### src/dcache_pkg.sv
/* dcache package
   cache geometry, address layout, load types and controller state codes */
package dcache_pkg;

    localparam int way_num    = 4;
    localparam int line_words = 4;
    localparam int set_num    = 16;
    localparam int offset_w   = 4;
    localparam int index_w    = 4;
    localparam int tag_w      = 24;
    localparam int way_w      = 2;

    // controller states
    localparam logic [2:0] st_lookup      = 3'd0;
    localparam logic [2:0] st_miss_dirty  = 3'd1;
    localparam logic [2:0] st_writeback   = 3'd2;
    localparam logic [2:0] st_miss_clean  = 3'd3;
    localparam logic [2:0] st_refill      = 3'd4;
    localparam logic [2:0] st_refill_done = 3'd5;

    typedef logic [line_words-1:0][31:0] line_t;

    // same word seen as a bus address or as cache fields
    typedef union packed {
        logic [31:0] raw;
        struct packed {
            logic [tag_w-1:0]    tag;
            logic [index_w-1:0]  index;
            logic [offset_w-1:0] offset;
        } f;
    } addr_u;

    typedef enum logic [2:0] {
        lw,
        lh,
        lhu,
        lb,
        lbu
    } load_type_e;

endpackage
### src/dcache_datapath.sv
/* dcache load/store datapath
   way and word select, load extension, strobe merge into the store buffer */
`timescale 1ns/1ps
module dcache_datapath (
    input  logic                                 clk,
    input  logic                                 rst_n,
    input  dcache_pkg::line_t [dcache_pkg::way_num-1:0] line_rd,
    input  logic [dcache_pkg::way_num-1:0]       hit,
    input  logic                                 buf_valid,
    input  logic                                 buf_write,
    input  dcache_pkg::addr_u                    buf_addr,
    input  logic [3:0]                           buf_wstrb,
    input  logic [31:0]                          buf_wdata,
    input  dcache_pkg::load_type_e               buf_load_type,
    output logic [31:0]                          rdata,
    output logic [dcache_pkg::way_num-1:0]       store_we,
    output logic [dcache_pkg::index_w-1:0]       store_index,
    output dcache_pkg::line_t                    store_line,
    output dcache_pkg::line_t                    wr_data
);
    dcache_pkg::line_t sel_line;
    dcache_pkg::line_t merged;
    logic [31:0]       word;
    logic [15:0]       half;
    logic [7:0]        byte_v;
    logic [31:0]       ext;

    always_comb begin
        sel_line = '0;
        for (int w = 0; w < dcache_pkg::way_num; w++) begin
            if (hit[w]) sel_line = sel_line | line_rd[w];
        end
    end

    assign word    = sel_line[buf_addr.f.offset[3:2]];
    assign half    = buf_addr.f.offset[1] ? word[31:16] : word[15:0];
    assign byte_v  = word[8*buf_addr.f.offset[1:0] +: 8];
    assign wr_data = sel_line; // victim line in miss states

    always_comb begin
        case (buf_load_type)
            dcache_pkg::lh:  ext = {{16{half[15]}}, half};
            dcache_pkg::lhu: ext = {16'b0, half};
            dcache_pkg::lb:  ext = {{24{byte_v[7]}}, byte_v};
            dcache_pkg::lbu: ext = {24'b0, byte_v};
            default:         ext = word;
        endcase
    end

    assign rdata = buf_valid ? ext : 32'b0;

    always_comb begin
        merged = sel_line;
        for (int b = 0; b < 4; b++) begin
            if (buf_wstrb[b]) merged[buf_addr.f.offset[3:2]][8*b +: 8] = buf_wdata[8*b +: 8];
        end
    end

    // store buffer, commits next cycle
    always_ff @(posedge clk or negedge rst_n) begin
        if (!rst_n) store_we <= '0;
        else store_we <= (buf_valid && buf_write) ? hit : '0;
    end

    always_ff @(posedge clk) begin
        store_index <= buf_addr.f.index;
        store_line  <= merged;
    end

endmodule

### config.mk
export PLATFORM = sky130hd
export DESIGN_NAME = dcache_datapath
export DESIGN_NICKNAME = d
export VERILOG_FILES = /design/src/dcache_pkg.sv /design/src/dcache_datapath.sv
export SDC_FILE = /design/constraint.sdc
export NUM_CORES = 1
export LEC_CHECK = 0
export BUFFER_PORTS_ARGS = -buffer_cell sky130_fd_sc_hd__clkbuf_2
export CAP_MARGIN = 25
export CORE_AREA = 2 2 348 350
export DETAILED_ROUTE_END_ITERATION = 10
export DIE_AREA = 0 0 350 352
export PLACE_DENSITY = 0.3
export SYNTH_ARGS = -nofsm -noshare
export SYNTH_HDL_FRONTEND = slang
export SYNTH_SLANG_ARGS = --single-unit
### constraint.sdc
create_clock -name clk -period 1.8 [get_ports clk]
set_input_delay 0.09 -clock clk [delete_from_list [all_inputs] [get_ports clk]]
set_output_delay 0.09 -clock clk [all_outputs]
set_load 0.01 [all_outputs]
# --- Word-level counts from Yosys, hierarchy flattened ---
# Cells that the tools add are included.
totals:
  ff_bits: 136
  output_inout_bits: 296
  elab_cells: 44
op_classes:
  order_cmp: 2
  eq_ne: 4
  shifts: 1
  n_mux: 26
  bitwise: 3
  n_reduce_logical: 2
op_table:
  columns: ["operator", "count"]
  rows:
  - ["128-bit 2-to-1 mux", 8]
  - ["128-bit bitwise mux", 4]
  - ["128-bit bitwise OR", 3]
  - ["32-bit demux with 2-bit select", 4]
  - ["32-bit one-hot mux with 4 select lines", 1]
  - ["32-bit 2-to-1 mux", 3]
  - ["32-bit binary-select mux with 2-bit select", 1]
  - ["16-bit 2-to-1 mux", 2]
  - ["32-bit by 6-bit variable part select with 8-bit output", 1]
  - ["24-bit 2-to-1 mux", 1]
  - ["8-bit 2-to-1 mux", 1]
  - ["3-bit by 2-bit == test with 1-bit output (second input constant)", 2]
  - ["4-bit 2-to-1 mux", 1]
  - ["3-bit by 1-bit == test with 1-bit output (second input constant)", 1]
  - ["3-bit == test (second input constant)", 1]
  - ["2-bit by 3-bit less-than comparator with 1-bit output (second input constant)", 1]
  - ["2-bit by 1-bit >= comparator with 1-bit output (second input constant)", 1]
  - ["1-bit logical AND", 2]

# --- Depth between registers and ports, before layout ---
# Gate-level depths: netlist (run 1).
depth:
  depth_word: 15
  depth_mapped: 9
  ltp_nobuf: 6

# --- Worst setup path before layout (run 1) ---
# No wires, ideal clock.
synth_path:
  path_type: "input -> output"
  startpoint: "input port hit[0] in the netlist's numbering"
  endpoint: "output port rdata[0]"
  arrival_ns: 1.761
  required_ns: 1.710
  path_slack_ns: -0.051
  path_stages: 8
  n_path_buf: 2
  cell_sequence: "buf_4 buf_2 a22oi_1 nand2_1 o22ai_1 a211oi_2 a21oi_1 a2111oi_0"
synth_lines:
  columns: ["item", "line", "source"]
  rows:
  - ["from (decl)", "dcache_datapath.sv:8", "input logic [dcache_pkg::way_num-1:0] hit,"]
  - ["to (decl)", "dcache_datapath.sv:15", "output logic [31:0] rdata,"]

# --- Worst setup path in the final report (run 1) ---
layout_path:
  startpoint: "input port hit[2] in the netlist's numbering"
  endpoint: "output port rdata[8]"
layout_between:
  elab_chain_len: 8
  elab_cells_between_ends: 9
  classes_between: "1 x shift; 7 x mux; 1 x bitwise"
layout_rtl:
  columns: ["item", "line", "source"]
  rows:
  - ["128-bit 2-to-1 mux (*)", "dcache_datapath.sv:31", "if (hit[w]) sel_line = sel_line | line_rd[w];"]
  - ["128-bit bitwise OR", "dcache_datapath.sv:31", null]
  - ["128-bit 2-to-1 mux (*)", "dcache_datapath.sv:31", null]
  - ["32-bit binary-select mux with 2-bit select (*)", "dcache_datapath.sv:35", "assign word = sel_line[buf_addr.f.offset[3:2]];"]
  - ["32-bit 2-to-1 mux (not written as such) (*)", "dcache_datapath.sv:35", null]
  - ["32-bit by 6-bit variable part select with 8-bit output or 16-bit 2-to-1 mux (tied branches)", "dcache_datapath.sv:37, dcache_datapath.sv:36", null]
  - ["32-bit one-hot mux with 4 select lines (*)", "dcache_datapath.sv:41", "case (buf_load_type)"]
  - ["32-bit 2-to-1 mux (*)", "dcache_datapath.sv:50", "assign rdata = buf_valid ? ext : 32'b0;"]
# Every way passes the cells marked *; elsewhere a longest branch is shown, timed or not. The select of a mux whose other input is x is not followed.

==> summary.txt, run 1 <==
Status
  – Status: complete, but fails checks
  – Failing checks: negative hold slack, negative setup slack

Hold path
  – Worst Hold Class: in2reg
  – Worst hold path startpoint: line_rd[455]
  – Hold Path End: store_line[71]$_DFF_P_
  – Hold Path Cell Cnt: 3

Placed design
  – Port bufs: 862
  – Routability cong.: a little under 0.9
  – Placed Instance Area: 0.0183 mm²
  – HPWL after DPL: ~96 mm
  – Post-place setup slack: -1.39 ns
  – Placed insts: 3947

Floorplanning
  – DIE AREA: roughly 0.12 mm²
  – Chip width: ~350 µm
  – Core ar.: roughly 0.12 mm²
  – Initial Util: 7.26%
  – Rows: around 130
  – IO Pins: slightly below 900
  – DIE HEIGHT: about 350 µm

Clocking
  – Max clock buf depth: 2
  – Clock root buffer: clkbuf_16
  – CTS tree: built
  – Number of H-tree levels: 4
  – CTS sink count: 136
  – Inserted Clock Buffers: 17
  – Worst-path clk slew: 0.08 ns

Timing
  – F_max: 425 MHz
  – Final setup viols: 32
  – Min Tclk post-route: 2.35 ns
  – Rel. slew slack: approximately half
  – Final period utilization: 131%
  – Worst-margin pin slew: between 0.7 and 0.8 ns
  – Final WS setup: -0.552 ns
  – Final hold slack: -0.00927 ns
  – Final hold viol count: 1
  – RSZ-0062 raised after global routing: yes
  – Final max-slew violation count: 0

Cells and area
  – Share of layout cells above drive strength 1: 61.2%
  – Design area: ~0.023 mm²
  – Finished Layout Cells: 4205
  – Area Growth Syn to Fin: 165%
  – Nets: 3168

Power and ir drop
  – PwrDens: just over 600 mW/mm²
  – Lkg Pwr: 10.7 nW
  – Peak supply drop: 0.859 mV

Synthesis
  – Mapped Cells: 1139
  – Top cells by area, synth: dfxtp_1, a22oi_1, a31oi_1
  – Leading area contributor after synthesis: dfxtp_1
  – Top FF cell, synth: dfxtp_1
  – Post-Syn Nets: 1730
  – Top cell type's share of synthesized area: 30.5%
  – Post-synth EDFFs: 0
  – Register bit total from synthesis: 136
  – Post-synth top cells: a22oi_1, nand2_1, nor2_1, dfxtp_1, a31oi_1
  – Ys Warns: 0
  – Top-count cell post-synth: a22oi_1
  – Yosys cell types: 50
  – Asr flop ratio synth: 2.94%
  – Synthesized area: 0.00867 mm²
  – Register area share after synthesis: 31.6%
  – Post-Syn Area per Cell: 7.61 µm²

Global route
  – Number of global-route vias before repair: between 15k and 20k
  – Pin count of the biggest net entering global routing: 38
  – Tot GR Track Use: between 10% and 20%
  – Initial antenna violation count: 9
  – GRT overflow: 0
  – First-pass GRT wire length: 143 mm

Routing
  – Via/cell ratio: between 3 and 4
  – Vias: 15.6k
  – WL/cell: 26.7 µm
  – DRT antenna net count: 0
  – Initial DRC Count: between 700 and 800
  – Total wire length: 112 mm
  – # DRC: 0
  – DRT Pass-1 Iters: 5

Worst setup path
  – Setup CP Type: in2out
  – Slowest cell on crit path: a31oi_4
  – Crit path largest cell delay: approximately 0.27 ns
  – Crit Path Max Fanout: 8
  – Most used cell along the critical path: buf_12
  – Crit path max-delay family: buffers and inverters
  – Critical path required time: 1.71 ns
  – CP Capture Type: output port
  – Startpoint type of the worst setup path: primary input
  – CP startpoint: hit[2]
  – Crit-path cells: buf_12, buf_12, buf_12, buf_12, a22oi_2, buf_4, nand3_4, a41oi_2, buf_6, a211oi_4, a31oi_4, o221ai_2, clkbuf_2
  – Worst path bufs/invs: 7
  – CP Data Arrival Time: approximately 2.3 ns

Flow run
  – Total of max-cap violations: 0
-- cell usage in the layout (no fill, tap or decap), types with 6 or more instances in the layout --
cell / count
nand2_2: 21
dlygate4sd3_1: 159
o22ai_2: 6
buf_6: 47
nand2_1: 132
o21ai_4: 7
nor2_1: 130
a21oi_4: 6
buf_12: 50
a22oi_2: 58
dfxtp_1: 132
buf_8: 14
nand3_2: 8
clkbuf_2: 826
a22o_1: 6
mux4_2: 7
nand3_1: 56
mux2_2: 16
buf_4: 393
a21oi_2: 8
inv_1: 7
nand3_4: 14
o21ai_1: 8
a22oi_1: 190
a31oi_1: 108
nand4_1: 13
buf_16: 7
o22ai_1: 8
a21oi_1: 11
clkbuf_16: 26
-- cell type report --
class                   count  area, µm²
diodes                      4       10.0
clock buffers              20        457
clock inverters            11        123
fillers                 13660      96400
inverters                   7       26.3
multi-input cells         899       6610
flip-flops and latches    136       2740
well taps                1612       2020
repair buffers           1516      11000
-- kinds of logic after synthesis --
family                 after synthesis  synth area share, %
buffers and inverters              104                 5.69
AND/OR/NAND/NOR                    406                 20.0
AO/OA/AOI/OAI                      466                 38.1
multiplexers                        25                 4.13
XOR/XNOR                             2                0.419
flip-flops                         136                 31.6
-- registers in the layout (all words and copies together) (netlist names) --
name	cells
store_we	4
store_line	128
store_index	4
-- timing repair --
item / in CTS / in global routing
endpoints found under the hold margin: 140 / 0
hold buffers: 163 / 0
gates cloned: 5 / 9
buffers inserted: 31 / 20
endpoints found under the setup margin: 34 / 43
pin swaps: 46 / 32
resized for setup: 242 / 148
-- through the flow --
stage	TNS, ns	total power [W]	utilization, %	hold slack [ns]
finish	-14.12	0.0143	19.2	-0.00927
floorplan	0	0.00519	-	-0.206
detailed placement	-32.61	0.00926	15.3	-0.0914
global route	-16.24	0.0151	19.2	0.0483
CTS	-16.14	0.0144	18.4	0.000189
global placement	-32.25	0.00928	15.3	-0.0918
-- per-layer routing --
metal / track usage [%] / routed length (µm)
met1: 21.3 / 47200
met2: 31.1 / 56700
met3: 3.41 / 6190
met4: 3.29 / 2030
met5: 0 / 23
-- power by group --
group          total [W]  internal (W)  leakage [nW]  switching (W)
sequential       0.00341       0.00332          1.16      0.0000890
combinational    0.00695       0.00327          9.26        0.00368
clock            0.00395       0.00210         0.283        0.00185
total             0.0143       0.00869          10.7        0.00563
-- worst max path at each step --
stage | end | slack (ns) | cells past startpoint
finish | rdata[8] | -0.55 | 13
global route | rdata[11] | -0.60 | 13
CTS | rdata[11] | -0.56 | 13
detailed placement | rdata[6] | -1.39 | 12
global placement | rdata[2] | -1.53 | 10
floorplan | rdata[3] | 0.06 | 7
No activity file was read; power rests on OpenSTA's default activity.
==> run 2: changes to the inputs <==
Settings changed: CELL_PAD_IN_SITES_DETAIL_PLACEMENT set to 0, CELL_PAD_IN_SITES_GLOBAL_PLACEMENT set to 1, CORE_AREA 2 2 348 350 to 2 2 344 346, DIE_AREA 0 0 350 352 to 0 0 346 348, PLACE_DENSITY 0.3 to 0.38.
==> summary.txt, run 2 (synthesized netlist as in run 1, its figures left out) <==
Status
  – Status: complete, but fails checks
  – Failing checks: negative setup slack

Routing
  – Via/cell ratio: about 3.8
  – DRT antenna net count: 0
  – Initial DRC Count: about 810
  – # DRC: 0
  – Vias: 15.5k
  – DRT Pass-1 Iters: 4
  – Total wire length: 115 mm
  – WL/cell: 28.2 µm

Power and ir drop
  – Switching pwr: 0.00571 W
  – Power Total: 0.0144 W
  – Sequential Power Share: 23.7%
  – Peak supply drop: 0.823 mV
  – Sw Ratio: around two fifths
  – Lkg Pwr: 10.7 nW
  – Combinational Power Share: 48.6%
  – Internal: 0.00867 W
  – Clock share of power: 27.7%
  – PwrDens: 628 mW/mm²

Cells and area
  – Nets: 3137
  – Top Registers: store_line: 128 flops, store_index: 4 flops, store_we: 4 flops
  – Finished Layout Cells: 4100
  – Most frequent cells in the layout: clkbuf_2, buf_4, a22oi_1
  – Commonest non-fill, non-tap cell in the layout: clkbuf_2
  – Area Growth Syn to Fin: 164%
  – Largest Register: store_line
  – Design area: between 0.02 and 0.025 mm²
  – Number of filler cells placed in the layout: 13.4k
  – Share of layout cells above drive strength 1: 64.0%
  – Utilization after layout: 19.6%
  – Max FFs per register: between 100 and 150

Placed design
  – Routability cong.: 0.864
  – Placed Instance Area: 0.0182 mm²
  – HPWL after DPL: between 90 and 100 mm
  – Port bufs: 862
  – Placed insts: ~3.9k

Clocking
  – Inserted Clock Buffers: 17
  – CTS tree: built
  – Number of H-tree levels: 4
  – CTS sink count: around 140
  – Worst-path clk slew: roughly 0.07 ns
  – Clock root buffer: clkbuf_16
  – Max clock buf depth: 2

Global route
  – Tot GR Track Use: approximately 18%
  – First-pass GRT wire length: 149 mm
  – GRT overflow: 0
  – Pin count of the biggest net entering global routing: 20
  – Initial antenna violation count: 21
  – Number of global-route vias before repair: 16.1k

Flow run
  – Total of max-cap violations: 0

Timing
  – Final period utilization: 130%
  – Min Tclk post-route: between 2 and 2.5 ns
  – Worst-margin pin slew: 0.847 ns
  – Rel. slew slack: 43.2%
  – Final WS setup: -0.540 ns
  – Final max-slew violation count: 0
  – RSZ-0062 raised after global routing: yes
  – Final setup viols: 33
  – Final hold viol count: 0
  – F_max: 427 MHz

Floorplanning
  – Chip width: 346 µm
  – Rows: ~130
  – DIE HEIGHT: 348 µm
  – Core ar.: between 0.1 and 0.15 mm²
  – Initial Util: 7.41%
  – IO Pins: 887
  – DIE AREA: 0.120 mm²

Worst setup path
  – CP Capture Type: output port
  – Worst path bufs/invs: 6
  – Setup CP Type: in2out
  – Critical path required time: 1.71 ns
  – Crit Path Max Fanout: 7
  – Startpoint type of the worst setup path: primary input
  – Crit-path cells: buf_16, buf_12, a22o_2, a221oi_1, buf_4, a211oi_4, buf_12, a21oi_2, a2111oi_4, buf_4, buf_4
  – Crit path largest cell delay: about 0.45 ns
  – Crit path max-delay family: compound AO/OA/AOI/OAI gates
  – CP Data Arrival Time: roughly 2.3 ns
  – Most used cell along the critical path: buf_4
  – Slowest cell on crit path: a2111oi_4

Hold path
  – Worst Hold Class: in2reg
## run 2: cell types whose count changed in the layout (fill, tap and decap cells not counted), moves of 4 or more
cell and delta:
a22oi_1 -20, buf_4 -9, a22oi_2 +20, buf_6 +12
nand2_4 +7, buf_12 -6, buf_16 +14, dlygate4sd3_1 -49
nand3_4 -6, a21oi_1 -4, clkbuf_2 +10, nand3_1 +4
a21oi_2 +4, nand2_2 -4
## run 2: power by group through the flow
stage	registers, W	clock network (W)	logic (W)
6_report	0.00340	0.00398	0.00699
3_3_place_gp	0.00347	0	0.00585
4_1_cts	0.00341	0.00416	0.00688
3_5_place_dp	0.00347	0	0.00582
2_1_floorplan	0.00363	0	0.00156
5_1_grt	0.00343	0.00422	0.00742
## run 2: worst paths after layout
| path | cells past startpoint | slack [ns] | endpoint | from |
|---|---|---|---|---|
| min in group asynchronous | 3 | 0.49 | store_we[3]$_DFF_PN0_ | rst_n |
| max in group asynchronous | 3 | 1.15 | store_we[1]$_DFF_PN0_ | rst_n |
| setup / recovery | 11 | -0.54 | rdata[5] | hit[0] |
| hold / removal | 3 | 0.04 | store_line[38]$_DFF_P_ | line_rd[422] |
## run 2: worst min-delay path, delay by kind of cell
kind            cells  cell delay [ns]
compound gates      2             0.32
buf+inv             1             0.09
## run 2: stage by stage
step | worst slack [ns] | hold WS (ns) | setup TNS [ns]
after floorplan | 0.0648 | -0.206 | 0
after global placement | -1.49 | -0.0960 | -32.99
after detailed placement | -1.50 | -0.0963 | -34.33
after CTS | -0.525 | 0.00211 | -15.84
after global routing | -0.619 | 0.0117 | -15.28
final | -0.540 | 0.0356 | -12.67
## run 2: metal layers
metal	wire, µm	share of wire [%]	track usage (%)	vias to the layer above
met5	111	0.096	0	-
met4	1390	1.2	2.89	18
met3	5290	4.6	3.57	73
met2	58300	51	33.1	554
met1	50300	44	23.1	7579
li1	-	-	-	7262
## run 2: timing repair
| action | 4_1_cts | 5_1_grt |
|---|---|---|
| pin swaps | 67 | 52 |
| endpoints found under the setup margin | 32 | 39 |
| endpoints found under the hold margin | 137 | 0 |
| resized for setup | 277 | 155 |
| setup buffers | 58 | 33 |
| hold buffers | 111 | 0 |
| gates cloned | 15 | 5 |
## run 2: area by class of cell
cell class / instances / area (µm²) / share of cell area (%)
Sequential cell: 136 / 2740 / 12.0
Clock inverter: 11 / 123 / 0.535
Clock buffer: 20 / 457 / 1.99
Tap cell: 1536 / 1920 / 8.39
Antenna cell: 6 / 15.0 / 0.0655
Multi-Input combinational cell: 899 / 6780 / 29.6
Timing Repair Buffer: 1485 / 10800 / 47.4
Inverter: 7 / 26.3 / 0.115
