## config.mk

```make
export PLATFORM = sky130hd
export DESIGN_NAME = dcache_plru
export DESIGN_NICKNAME = d
export VERILOG_FILES = /design/src/dcache_pkg.sv /design/src/dcache_plru.sv
export SDC_FILE = /design/constraint.sdc
export NUM_CORES = 1
export LEC_CHECK = 0
export ABC_AREA = 1
export BUFFER_PORTS_ARGS = -buffer_cell sky130_fd_sc_hd__buf_2
export CORE_MARGIN = 2
export CORE_UTILIZATION = 52
export CTS_CLUSTER_DIAMETER = 200
export CTS_CLUSTER_SIZE = 24
export DETAILED_ROUTE_END_ITERATION = 16
export PLACE_DENSITY = 0.68
export SLEW_MARGIN = 25
export SYNTH_ARGS = -nofsm -noshare
export SYNTH_HDL_FRONTEND = slang
export SYNTH_SLANG_ARGS = --single-unit
```

## constraint.sdc

```tcl
create_clock -name clk -period 1.6 [get_ports clk]
set_input_delay 0.16 -clock clk [delete_from_list [all_inputs] [get_ports clk]]
set_output_delay 0.16 -clock clk [all_outputs]
set_load 0.05 [all_outputs]
```

## src/dcache_pkg.sv

```systemverilog
/* dcache package
   cache geometry, address layout, load types and controller state codes */
package dcache_pkg;

    localparam int way_num    = 4;
    localparam int line_words = 4;
    localparam int set_num    = 16;
    localparam int offset_w   = 4;
    localparam int index_w    = 4;
    localparam int tag_w      = 24;
    localparam int way_w      = 2;

    // controller states
    localparam logic [2:0] st_lookup      = 3'd0;
    localparam logic [2:0] st_miss_dirty  = 3'd1;
    localparam logic [2:0] st_writeback   = 3'd2;
    localparam logic [2:0] st_miss_clean  = 3'd3;
    localparam logic [2:0] st_refill      = 3'd4;
    localparam logic [2:0] st_refill_done = 3'd5;

    typedef logic [line_words-1:0][31:0] line_t;

    // same word seen as a bus address or as cache fields
    typedef union packed {
        logic [31:0] raw;
        struct packed {
            logic [tag_w-1:0]    tag;
            logic [index_w-1:0]  index;
            logic [offset_w-1:0] offset;
        } f;
    } addr_u;

    typedef enum logic [2:0] {
        lw,
        lh,
        lhu,
        lb,
        lbu
    } load_type_e;

endpackage
```

## src/dcache_plru.sv

```systemverilog
/* dcache replacement
   3-bit tree pseudo-LRU per set, victim lookup and update on hit */
`timescale 1ns/1ps
module dcache_plru (
    input  logic                           clk,
    input  logic                           rst_n,
    input  logic [dcache_pkg::index_w-1:0] index,
    input  logic [dcache_pkg::way_num-1:0] hit,
    input  logic                           update,
    output logic [dcache_pkg::way_w-1:0]   victim_way
);
    logic [dcache_pkg::set_num-1:0][2:0] tree;
    logic [2:0]                          bits;
    logic [dcache_pkg::way_w-1:0]        hit_way;

    assign bits    = tree[index];
    assign hit_way = {hit[3] | hit[2], hit[3] | hit[1]}; // one-hot to binary

    // bit0 picks the half, bit1 / bit2 the way within it
    assign victim_way = bits[0] ? {1'b1, bits[2]} : {1'b0, bits[1]};

    always_ff @(posedge clk or negedge rst_n) begin
        if (!rst_n) begin
            tree <= '0;
        end else if (update) begin
            tree[index][0] <= ~hit_way[1];
            if (hit_way[1]) tree[index][2] <= ~hit_way[0];
            else tree[index][1] <= ~hit_way[0];
        end
    end

endmodule

```

== Word level (Yosys, flattened, before mapping) ==
Index checks and enable logic that the tools add are counted.
Word-level totals
  bits in registers: 48
  bits of input ports: 11
  output and inout port bits: 2
Operators by class
  magnitude comparators: 2
  multiplexer cells: 13
  bitwise operators: 4
  reduce and logical (&&, ||, !) cells: 1
Operators with widths (count)
  bitwise mux 48 bit: 3
  two-way mux 48 bit: 1
  demux 3 bit (select 4 bit): 3
  binary-select mux 3 bit (select 4 bit): 1
  two-way mux 3 bit: 2
  < comparator 4 x 5 -> 1 bit, second input constant: 1
  greater-or-equal comparator 4 x 1 -> 1 bit, second input constant: 1
  two-way mux 2 bit: 2
  inverter 1 bit: 2
  bitwise OR 1 bit: 2
  logical AND 1 bit: 1
  two-way mux 1 bit: 1

== Depth between registers and ports, before layout ==
Gate-level depths: netlist of the first run.
  depth in word-level cells: 7
  mapped depth: 13

== Least setup slack after synthesis of the first run ==
No wires, ideal clock.
  kind: input to output
  start point: in index[0] in the netlist's numbering
  end point: out victim_way[0] in the netlist's numbering
  arrival time: 1679 ps
  slack: -239 ps
  cell stages on the path: 13
  cell sequence: buf_4 -> inv_2 -> buf_6 -> nand2_1 -> nand2_1 -> nand2_1 -> nand2_1 -> nand2_1 -> nand2_1 -> inv_1 -> nand2_1 -> nand2_1 -> nand2_1
On the way
  word-level cells in the longest chain between the ends: 3
Ends and longest elaborated chain
  from (decl): line dcache_plru.sv:7  | input logic [dcache_pkg::index_w-1:0] index,
  binary-select mux 3 bit (select 4 bit): line dcache_plru.sv:16  | assign bits = tree[index];
  two-way mux 3 bit (implied by the code): line dcache_plru.sv:16
  two-way mux 2 bit: line dcache_plru.sv:20  | assign victim_way = bits[0] ? {1'b1, bits[2]} : {1'b0, bits[1]};
  to (decl): line dcache_plru.sv:10  | output logic [dcache_pkg::way_w-1:0] victim_way
Every way passes these cells. The select of a mux whose other input is x is not followed.

== Final worst setup path of the first run ==
  start point: reg tree[33] in the netlist's numbering
  end point: out victim_way[0] in the netlist's numbering
On the way
  word-level cells in the longest chain between the ends: 3
Ends and longest elaborated chain
  from (decl): line dcache_plru.sv:12  | logic [dcache_pkg::set_num-1:0][2:0] tree;
  from (signal, indexed assignment): line dcache_plru.sv:26  | tree[index][0] <= ~hit_way[1];
  from (signal, indexed assignment): line dcache_plru.sv:27  | if (hit_way[1]) tree[index][2] <= ~hit_way[0];
  from (signal, indexed assignment): line dcache_plru.sv:28  | else tree[index][1] <= ~hit_way[0];
  binary-select mux 3 bit (select 4 bit): line dcache_plru.sv:16
  two-way mux 3 bit (implied by the code): line dcache_plru.sv:16
  two-way mux 2 bit: line dcache_plru.sv:20
Every way passes these cells. The select of a mux whose other input is x is not followed.

==> metrics.md, run 1 <==
| Metric | Value |
|---|---|
| Clock power frac | 25.2% |
| Number of DRC markers in iteration 0 | 176 |
| Area share of the largest cell type after synthesis | 45.6% |
| Seq/Total Area, Yosys | 45.6% |
| Switching share of power | 31.0% |
| CTS Root Cell | clkbuf_8 |
| IO buf count | 11 |
| Pin count of the biggest net entering global routing | 28 |
| WP buf/inv | 1 |
| Class of the most critical setup path | register to primary output |
| Pwr/cell area | 1010 nW/um2 |
| R2R cell count | 3 |
| Post-Syn Area per Cell | 7.57 um2 |
| # IOs | 13 |
| DP Wirelength | 4.34 mm |
| Ant. Diodes | 0 |
| Clk pin slew, worst setup/hold paths | 90 ps |
| Cells after Synth | 348 |
| Die Y-Extent | 75.2 um |
| Failing checks | negative setup slack |
| Status | finished with violations |
| Total track usage | 24.4% |
| Max H-tree Level | 2 |
| Int Power | 2.07 mW |
| Worst-skew pair later-pin latency | 290 ps |
| Setup_tns | -0.0638 ps |
| Final instance area | 2980 um2 |
| Max clock buf depth | 2 |
| DP Worst Slack | 52.1 ps |
| Area grow syn2layout | 13.2% |
| Largest cells by area after synthesis | dfrtp_1 46%, nand2_1 24%, nor2_4 4.3%, a31oi_1 4.0%, a21oi_1 4.0% |
| Layout cells sized above 1 | 19.1% |
| Worst path most repeated cell | nand2_1 |
| Fill cell count | 459 |
| Tightest Pin Transition | 640 ps |
| Routed via count | 2,273 |
| Hold depth | 2 |
| Max_slew headroom | 57.4% |
| CP max FO | 2 |
| Instance count on the critical path | 10 |
| Fraction of registers with async set/reset | 100% |
| Remaining global-route overflow | 0 |
| Final GP Congestion | 0.889 |
| Critical Path End Type | primary output |
| Ys Warns | 0 |
| Via density | 5.18 |
| Unique masters post-synth | 22 |
| Final ANT Viol Nets | 0 |
| Vias in the first global route | 2,227 |
| Pwr Total | 3.00 mW |
| Synth Cell Area | 2630 um2 |
| Combinational Power Share | 23.3% |
| Pleak | 1.49 nW |
| Setup violations, final | 1 |
| Data arrival time of the worst path | 1440 ps |
| Worst path slowest cell | dfrtp_1 |
| Most frequent cell after synthesis | nand2_1 |
| Cell accounting for the most synthesized area | dfrtp_1 |
| FP Rows | 25 |
| Crit-path cells | nand2_1, nand2_1, nand2_1, nand2_1, nand2_1, nand2_2, nor2_1, nand2_1, nand2_2, buf_8 |
| Synth top cells by count | 169 x nand2_1, 48 x dfrtp_1, 21 x a21oi_1, 17 x a31oi_1, 11 x inv_1 |
| Fmax | 625 MHz |
| CP required | 1440 ps |
| CP Launch Type | register |
| Top flop regs | tree x48 |
| Minimum clock period | 1600 ps |
| CTS tree | done |
| TritonRoute pass-1 iters | 4 |
| Largest stage delay on the critical path | 380 ps |
| Initial antenna violation count | 0 |
| Reg with most FFs | tree |
| Total CTS buffers | 5 |
| Final nets | 382 |
| Drt wl/cell | 13.8 um |
| Prevailing post-synth register cell | dfrtp_1 |
| Seq pwr share | 51.5% |
| VDD IR max | 0.558 mV |
| Initial Util | 54.7% |
| Number of synthesized flops with an enable pin | 0 |
| Final period util | 100% |
| First-pass GRT wire length | 10.5 mm |
| Die X-Extent | 75.2 um |
| DRC viols | 0 |
| Synthesized flop and latch total | 48 |
| Max-slew violations | 0 |
| Fin worst setup slack | -0.0638 ps |
| Core area | 4820 um2 |
| Post-DP Area | 2850 um2 |
| Top Family by Delay on Critical Path | simple AND/OR/NAND/NOR gates |
| Syn nets | 359 |
| Max FFs per register | 48 |
| Final WL | 6.05 mm |
| Psw | 0.930 mW |
| Final setup skew | 0 ps |
| Sink Count | 48 |
| MaxCap Viol Count | 0 |
| Final Hold Fails | 0 |
| Hold crit path type | input port to register |
| Die area | 5650 um2 |
| Unrepaired setup endpoints after global routing | yes |
==> logic make-up (layout without fill, tap and decap cells) <==
family / count (synthesis) / count (layout) / synth area share (%)
simple gates: 206 / 206 / 34.3
compound gates: 61 / 61 / 13.3
flops: 48 / 48 / 45.6
buf+inv: 30 / 54 / 5.56
mux: 3 / 3 / 1.28
==> layout by cell type, fill, tap and decap left out, drive strengths merged <==
cell / n
a21oi: 21
a31oi: 17
buf: 29
clkbuf: 8
dfrtp: 48
dlygate4sd3: 1
inv: 16
mux2: 3
nand2: 175
nand3: 2
nand4: 1
nor2: 28
o21a: 6
o21ai: 16
o31ai: 1
==> routing by layer <==
| metal | track usage (%) | up-vias | wire length, um |
|---|---|---|---|
| met1 | 35.0 | 1056 | 2880 |
| met2 | 37.9 | 53 | 2760 |
| met5 | 0 | - | 0 |
| li1 | - | 1154 | - |
| met3 | 4.55 | 10 | 271 |
| met4 | 7.60 | 0 | 127 |
==> power groups by stage <==
stage / clock, mW / sequential, mW / combinational (mW)
detailed placement: 0 / 1.56 / 0.669
global placement: 0 / 1.56 / 0.654
finish: 0.756 / 1.54 / 0.700
CTS: 0.758 / 1.54 / 0.686
global route: 0.816 / 1.57 / 0.804
floorplan: 0 / 1.53 / 0.496
==> cell type report <==
| type | count | area [um2] | area share [%] |
|---|---|---|---|
| multi-input cells | 270 | 1300 | 43.5 |
| flip-flops and latches | 48 | 1200 | 40.3 |
| repair buffers | 30 | 250 | 8.39 |
| clock buffers | 8 | 90.1 | 3.02 |
| well taps | 67 | 83.8 | 2.81 |
| inverters | 16 | 60.1 | 2.01 |
==> stage by stage <==
step	hold slack (ps)	instances	util (%)
floorplan	-136	348	-
global placement	207	428	59.1
detailed placement	203	428	59.1
CTS	130	437	61.5
global route	145	439	61.9
finish	139	439	61.9
==> what timing repair did <==
action | in CTS | in global routing
pin swaps | 7 | 7
hold buffers | 1 | 0
setup buffers | 0 | 2
gates resized for setup | 4 | 3
setup endpoints to repair | 1 | 2
hold endpoints to repair | 24 | 0
==> worst paths after layout <==
| check | slack [ps] | startpoint | endpoint |
|---|---|---|---|
| max | -0.06 | tree[33] | victim_way[0] |
| min | 140 | hit[1] | tree[46] |
| max reg2reg | 810 | tree[42] | tree[42] |
| min reg2reg | 500 | tree[33] | tree[33] |
| max in group asynchronous | 570 | rst_n | tree[7] |
| min in group asynchronous | 410 | rst_n | tree[13] |
No activity file was read; power rests on OpenSTA's default activity.
==> inputs of run 2 (changes only) <==
==> constraint.sdc (replaced) <==
create_clock -name clk -period 1.7 [get_ports clk]
set_input_delay 0.17 -clock clk [delete_from_list [all_inputs] [get_ports clk]]
set_output_delay 0.17 -clock clk [all_outputs]
set_load 0.05 [all_outputs]
==> metrics.md, run 2 (synthesized netlist as in run 1, its figures left out) <==
| Metric | Value |
|---|---|
| Status | finished clean (was finished with violations) |
| Tightest Pin Transition | 398 ps (was 640 ps) |
| Fill cell count | 457 (was 459) |
| CP max FO | 2 (unchanged) |
| Data arrival time of the worst path | 1460 ps (was 1440 ps) |
| Final WL | 6.07 mm (was 6.05 mm) |
| Max clock buf depth | 2 (unchanged) |
| Final GP Congestion | 0.846 (was 0.889) |
| Minimum clock period | 1630 ps |
| Max-slew violations | 0 (unchanged) |
| Sink Count | 48 (unchanged) |
| DP Wirelength | 4.38 mm (was 4.34 mm) |
| CTS tree | done (unchanged) |
| Number of DRC markers in iteration 0 | 128 (was 176) |
| Final ANT Viol Nets | 0 (unchanged) |
| Max FFs per register | 48 (unchanged) |
| Register area | 1200 um2 (unchanged) |
| CTS Root Cell | clkbuf_8 (unchanged) |
| Pin count of the biggest net entering global routing | 23 (was 28) |
| VDD IR max | 0.514 mV (was 0.558 mV) |
| FP Rows | 25 (unchanged) |
| Layout cells sized above 1 | 19.7% (was 19.1%) |
| Multi-input gate area in the final layout | 1300 um2 (unchanged) |
| Total CTS buffers | 5 (unchanged) |
| Critical Path End Type | primary output (unchanged) |
| # IOs | 13 (unchanged) |
| Commonest non-fill, non-tap cell in the layout | nand2_1 (unchanged) |
| CP Launch Type | register (unchanged) |
| IO buf count | 11 (unchanged) |
| Worst-skew pair later-pin latency | 300 ps (was 290 ps) |
| Initial antenna violation count | 0 (unchanged) |
| Max H-tree Level | 2 (unchanged) |
| Via density | 5.24 (was 5.18) |
| Die Y-Extent | 75.2 um (unchanged) |
| Hold crit path type | input port to register (unchanged) |
| Fmax | 613 MHz |
| Clk pin slew, worst setup/hold paths | 100 ps (was 90 ps) |
| Final Hold Fails | 0 (unchanged) |
| Routed via count | 2,293 (was 2,273) |
| Max_slew headroom | 73.5% (was 57.4%) |
| Final nets | 381 (was 382) |
| Remaining global-route overflow | 0 (unchanged) |
| Reg with most FFs | tree (unchanged) |
| Unrepaired setup endpoints after global routing | yes (unchanged) |
| Ant. Diodes | 0 (unchanged) |
| TritonRoute pass-1 iters | 5 (was 4) |
| Final setup skew | 0 ps (unchanged) |
| Area grow syn2layout | 12.9% (was 13.2%) |
| Drt wl/cell | 13.9 um (was 13.8 um) |
| Pwr Total | 2.95 mW (was 3.00 mW) |
| Total track usage | 24.1% (was 24.4%) |
| Class of the most critical setup path | register to primary output (unchanged) |
| First-pass GRT wire length | 10.2 mm (was 10.5 mm) |
| MaxCap Viol Count | 0 (unchanged) |
| Pwr/cell area | 994 nW/um2 (was 1010 nW/um2) |
| Top flop regs | tree x48 (unchanged) |
| DRC viols | 0 (unchanged) |
| Setup violations, final | 0 (was 1) |
| CP required | 1530 ps (was 1440 ps) |
| DP Worst Slack | 124 ps (was 52.1 ps) |
| Die area | 5650 um2 (unchanged) |
| Die X-Extent | 75.2 um (unchanged) |
| Pleak | 1.49 nW (about the same) |
| Core area | 4820 um2 (unchanged) |
| Final period util | 95.9% |
| Commonest cells after routing, fill and taps aside | 165 x nand2_1, 48 x dfrtp_1, 21 x a21oi_1, 17 x a31oi_1, 16 x buf_4 (unchanged) |
| Fin worst setup slack | 69.3 ps (was -0.0638 ps) |
| Initial Util | 54.7% (unchanged) |
| Vias in the first global route | 2,181 (was 2,227) |
run 2: changes by cell type in the layout (fill, tap and decap cells not counted), sizes merged:
cell / delta
buf: -1
clkbuf: -3
bufinv: +1
clkinv: +2
run 2: layout make-up:
cell class                 count  area share, %
timing repair buffer          29           7.24
clock buffer                   5           2.31
multi-input combinational    270           43.6
tap                           67           2.82
sequential                    48           40.4
clock inverter                 3           1.60
inverter                      16           2.02
run 2: repair_timing:
action                     4_1_cts  5_1_grt
pin swaps                        0        8
cloned                           0        0
hold buffers                     1        0
setup endpoints to repair        1        2
setup buffers                    0        1
gates resized for setup          1        5
hold endpoints to repair        16        0
run 2: critical path, cell delays in order, from the launching register on:
cell	delay (ps)
dfrtp_1	390
nand2_1	90
nand2_1	50
nand2_1	60
nand2_1	50
nand2_1	60
nand2_1	60
inv_1	50
nand2_1	60
nand2_2	70
nand2_2	60
buf_8	150
run 2: metal layers:
| metal | track usage, % | vias up | wire length [um] | part of all wire, % |
|---|---|---|---|---|
| met3 | 4.55 | 9 | 262 | 4.3 |
| met1 | 33.7 | 1085 | 2810 | 46 |
| met5 | 0 | - | 0 | 0 |
| met4 | 6.82 | 0 | 72 | 1.2 |
| li1 | - | 1151 | - | - |
| met2 | 38.7 | 48 | 2920 | 48 |
run 2: where the power goes:
part	total [mW]	internal, mW	switching, mW
registers	1.45	1.34	0.111
clock network	0.857	0.443	0.414
logic	0.643	0.259	0.384
total	2.95	2.05	0.909
run 2: per-stage QoR:
step,hold slack [ps],std cells,utilization [%],setup TNS (ps),area [um2]
finish,125,438,61.7,0,2970
CTS,121,437,61.3,0,2950
detailed placement,123,428,58.6,0,2820
global route,158,438,61.7,-70.8,2970
floorplan,-126,348,-,0,2640
global placement,116,428,58.6,0,2820
run 2: final timing paths:
path | startpoint | cells after the start | slack (ps) | end
max | tree[44] | 11 | 70 | victim_way[0]
min | hit[1] | 2 | 130 | tree[10]
max reg2reg | tree[23] | 1 | 880 | tree[23]
min reg2reg | tree[9] | 2 | 490 | tree[9]
max in group asynchronous | rst_n | 3 | 790 | tree[23]
min in group asynchronous | rst_n | 2 | 310 | tree[26]
==> inputs of run 3 (changes only) <==
==> constraint.sdc (replaced) <==
create_clock -name clk -period 2.1 [get_ports clk]
set_input_delay 0.21 -clock clk [delete_from_list [all_inputs] [get_ports clk]]
set_output_delay 0.21 -clock clk [all_outputs]
set_load 0.05 [all_outputs]
==> metrics.md, run 3 (synthesized netlist as in run 1, its figures left out) <==
| Metric | Value |
|---|---|
| First-pass GRT wire length | 9.80 mm (was 10.2 mm) |
| Commonest non-fill, non-tap cell in the layout | nand2_1 (unchanged) |
| Unrepaired setup endpoints after global routing | no (was yes) |
| Critical Path End | victim_way[0] (unchanged) |
| Layout cells sized above 1 | 16.1% (was 19.7%) |
| Top flop regs | tree x48 (unchanged) |
| Commonest cells after routing, fill and taps aside | 169 x nand2_1, 48 x dfrtp_1, 21 x a21oi_1, 17 x a31oi_1 (was 165 x nand2_1, 48 x dfrtp_1, 21 x a21oi_1, 17 x a31oi_1, 16 x buf_4) |
| Number of DRC markers in iteration 0 | 199 (was 128) |
| Tightest Pin Transition | 692 ps (was 398 ps) |
| Pin count of the biggest net entering global routing | 27 (was 23) |
| Worst path most repeated cell | nand2_1 (unchanged) |
| Fmax | 542 MHz |
| CTS tree | done (unchanged) |
| Status | finished clean (unchanged) |
| FP Rows | 25 (unchanged) |
| Die area | 5650 um2 (unchanged) |
| Die Y-Extent | 75.2 um (unchanged) |
| Total CTS buffers | 5 (unchanged) |
| Final Hold Fails | 0 (unchanged) |
| Area grow syn2layout | 9.26% (was 12.9%) |
| WP buf/inv | 4 (was 2) |
| MaxCap Viol Count | 0 (unchanged) |
| CP Launch Type | input port (was register) |
| Largest stage delay on the critical path | 350 ps (was 390 ps) |
| Final period util | 87.9% |
| Pwr Total | 2.34 mW (was 2.95 mW) |
| Worst path slowest cell | inv_2 (was dfrtp_1) |
| Post-CTS Setup Bufs | 0 (unchanged) |
| Max FFs per register | 48 (unchanged) |
| Cts hold-fix bufs | 1 (unchanged) |
| Final GP Congestion | 0.829 (was 0.846) |
| Crit-path cells | buf_2, inv_2, nand2_1, nand2_1, nand2_1, nand2_1, nand2_1, nand2_1, inv_1, nand2_1, nand2_1, nand2_1, buf_2 (was nand2_1, nand2_1, nand2_1, nand2_1, nand2_1, nand2_1, inv_1, nand2_1, nand2_2, nand2_2, buf_8) |
| Final nets | 371 (was 381) |
| Hold crit path type | input port to register (unchanged) |
| Vias in the first global route | 1,998 (was 2,181) |
| FF-to-FF setup slack | 1310 ps (was 880 ps) |
| Worst r2r src | tree[23] (unchanged) |
| CP required | 1890 ps (was 1530 ps) |
| Top Family by Delay on Critical Path | buffers and inverters (was simple AND/OR/NAND/NOR gates) |
| Post_cts resized | 0 (was 1) |
| CP max FO | 25 (was 2) |
| DRC viols | 0 (unchanged) |
| Final WL | 5.79 mm (was 6.07 mm) |
| Reg with most FFs | tree (unchanged) |
| Die X-Extent | 75.2 um (unchanged) |
| Reg2reg end | tree[23] (unchanged) |
| Drt wl/cell | 13.5 um (was 13.9 um) |
| Ant. Diodes | 0 (unchanged) |
| IO buf count | 11 (unchanged) |
| Pleak | 1.44 nW (was 1.49 nW) |
| VDD IR max | 0.557 mV (was 0.514 mV) |
| Max H-tree Level | 2 (unchanged) |
| Minimum clock period | 1850 ps |
| CP Launch Point | index[0] (was tree[44]) |
| Setup violations, final | 0 (unchanged) |
| Critical Path End Type | primary output (unchanged) |
| Core area | 4820 um2 (unchanged) |
| Max_slew headroom | 53.8% (was 73.5%) |
| Initial antenna violation count | 0 (unchanged) |
| Clk pin slew, worst setup/hold paths | 90 ps (was 100 ps) |
| Class of the most critical setup path | input port to primary output (was register to primary output) |
| Setup_tns | 0 ps (unchanged) |
| Fin cells | 428 (was 438) |
| Data arrival time of the worst path | 1640 ps (was 1460 ps) |
| Routed via count | 2,180 (was 2,293) |
| Pwr/cell area | 814 nW/um2 (was 994 nW/um2) |
| R2R cell count | 1 (unchanged) |
| Initial Util | 54.7% (unchanged) |
| Placed Cells | 419 (was 428) |
| Remaining global-route overflow | 0 (unchanged) |
| Max-slew violations | 0 (unchanged) |
| Worst-skew pair later-pin latency | 300 ps (about the same) |
| DP Wirelength | 4.08 mm (was 4.38 mm) |
| Final setup skew | 0 ps (unchanged) |
| Max clock buf depth | 2 (unchanged) |
| TritonRoute pass-1 iters | 4 (was 5) |
| Final ANT Viol Nets | 0 (unchanged) |
| Via density | 5.09 (was 5.24) |
| Instance count on the critical path | 13 (was 11) |
| Worst hold path startpoint | hit[1] (unchanged) |
| Sink Count | 48 (unchanged) |
| WHS | 160 ps (was 125 ps) |
| CTS Root Cell | clkbuf_8 (unchanged) |
| Total track usage | 23.5% (was 24.1%) |
| # IOs | 13 (unchanged) |
==> run 3: cell types whose count changed in the layout (fill, tap and decap cells not counted), sizes merged <==
cell,before,now
buf,28,18
==> run 3: layout make-up <==
class | count | area (um2)
Inverter | 16 | 60.1
Tap cell | 67 | 83.8
Timing Repair Buffer | 19 | 130
Sequential cell | 48 | 1200
Clock inverter | 3 | 47.5
Clock buffer | 5 | 68.8
Fill cell | 479 | 1940
Multi-Input combinational cell | 270 | 1290
==> run 3: stage by stage <==
| step | cell area (um2) | util [%] | setup slack (ps) |
|---|---|---|---|
| after floorplan | 2630 | - | 161 |
| after global placement | 2750 | 57.1 | 224 |
| after detailed placement | 2750 | 57.1 | 225 |
| after CTS | 2880 | 59.7 | 224 |
| after global routing | 2880 | 59.7 | 59.1 |
| final | 2880 | 59.7 | 255 |
==> run 3: power breakdown <==
| group | total (mW) | internal, mW | switching [mW] | leakage [nW] |
|---|---|---|---|---|
| Combinational | 0.481 | 0.183 | 0.297 | 0.773 |
| Sequential | 1.18 | 1.09 | 0.0902 | 0.609 |
| Clock | 0.685 | 0.359 | 0.326 | 0.0583 |
==> run 3: worst min path at each step <==
stage	end	slack (ps)	cells after the start
floorplan	tree[0]	-90	0
global placement	tree[18]	230	1
detailed placement	tree[18]	230	1
CTS	tree[10]	150	2
global route	tree[10]	160	2
finish	tree[10]	160	2
==> run 3: per-layer routing <==
layer	track usage, %	wire, um
met4	5.65	68
met5	0	0
met3	5.49	202
met1	33.5	2830
met2	36.6	2690
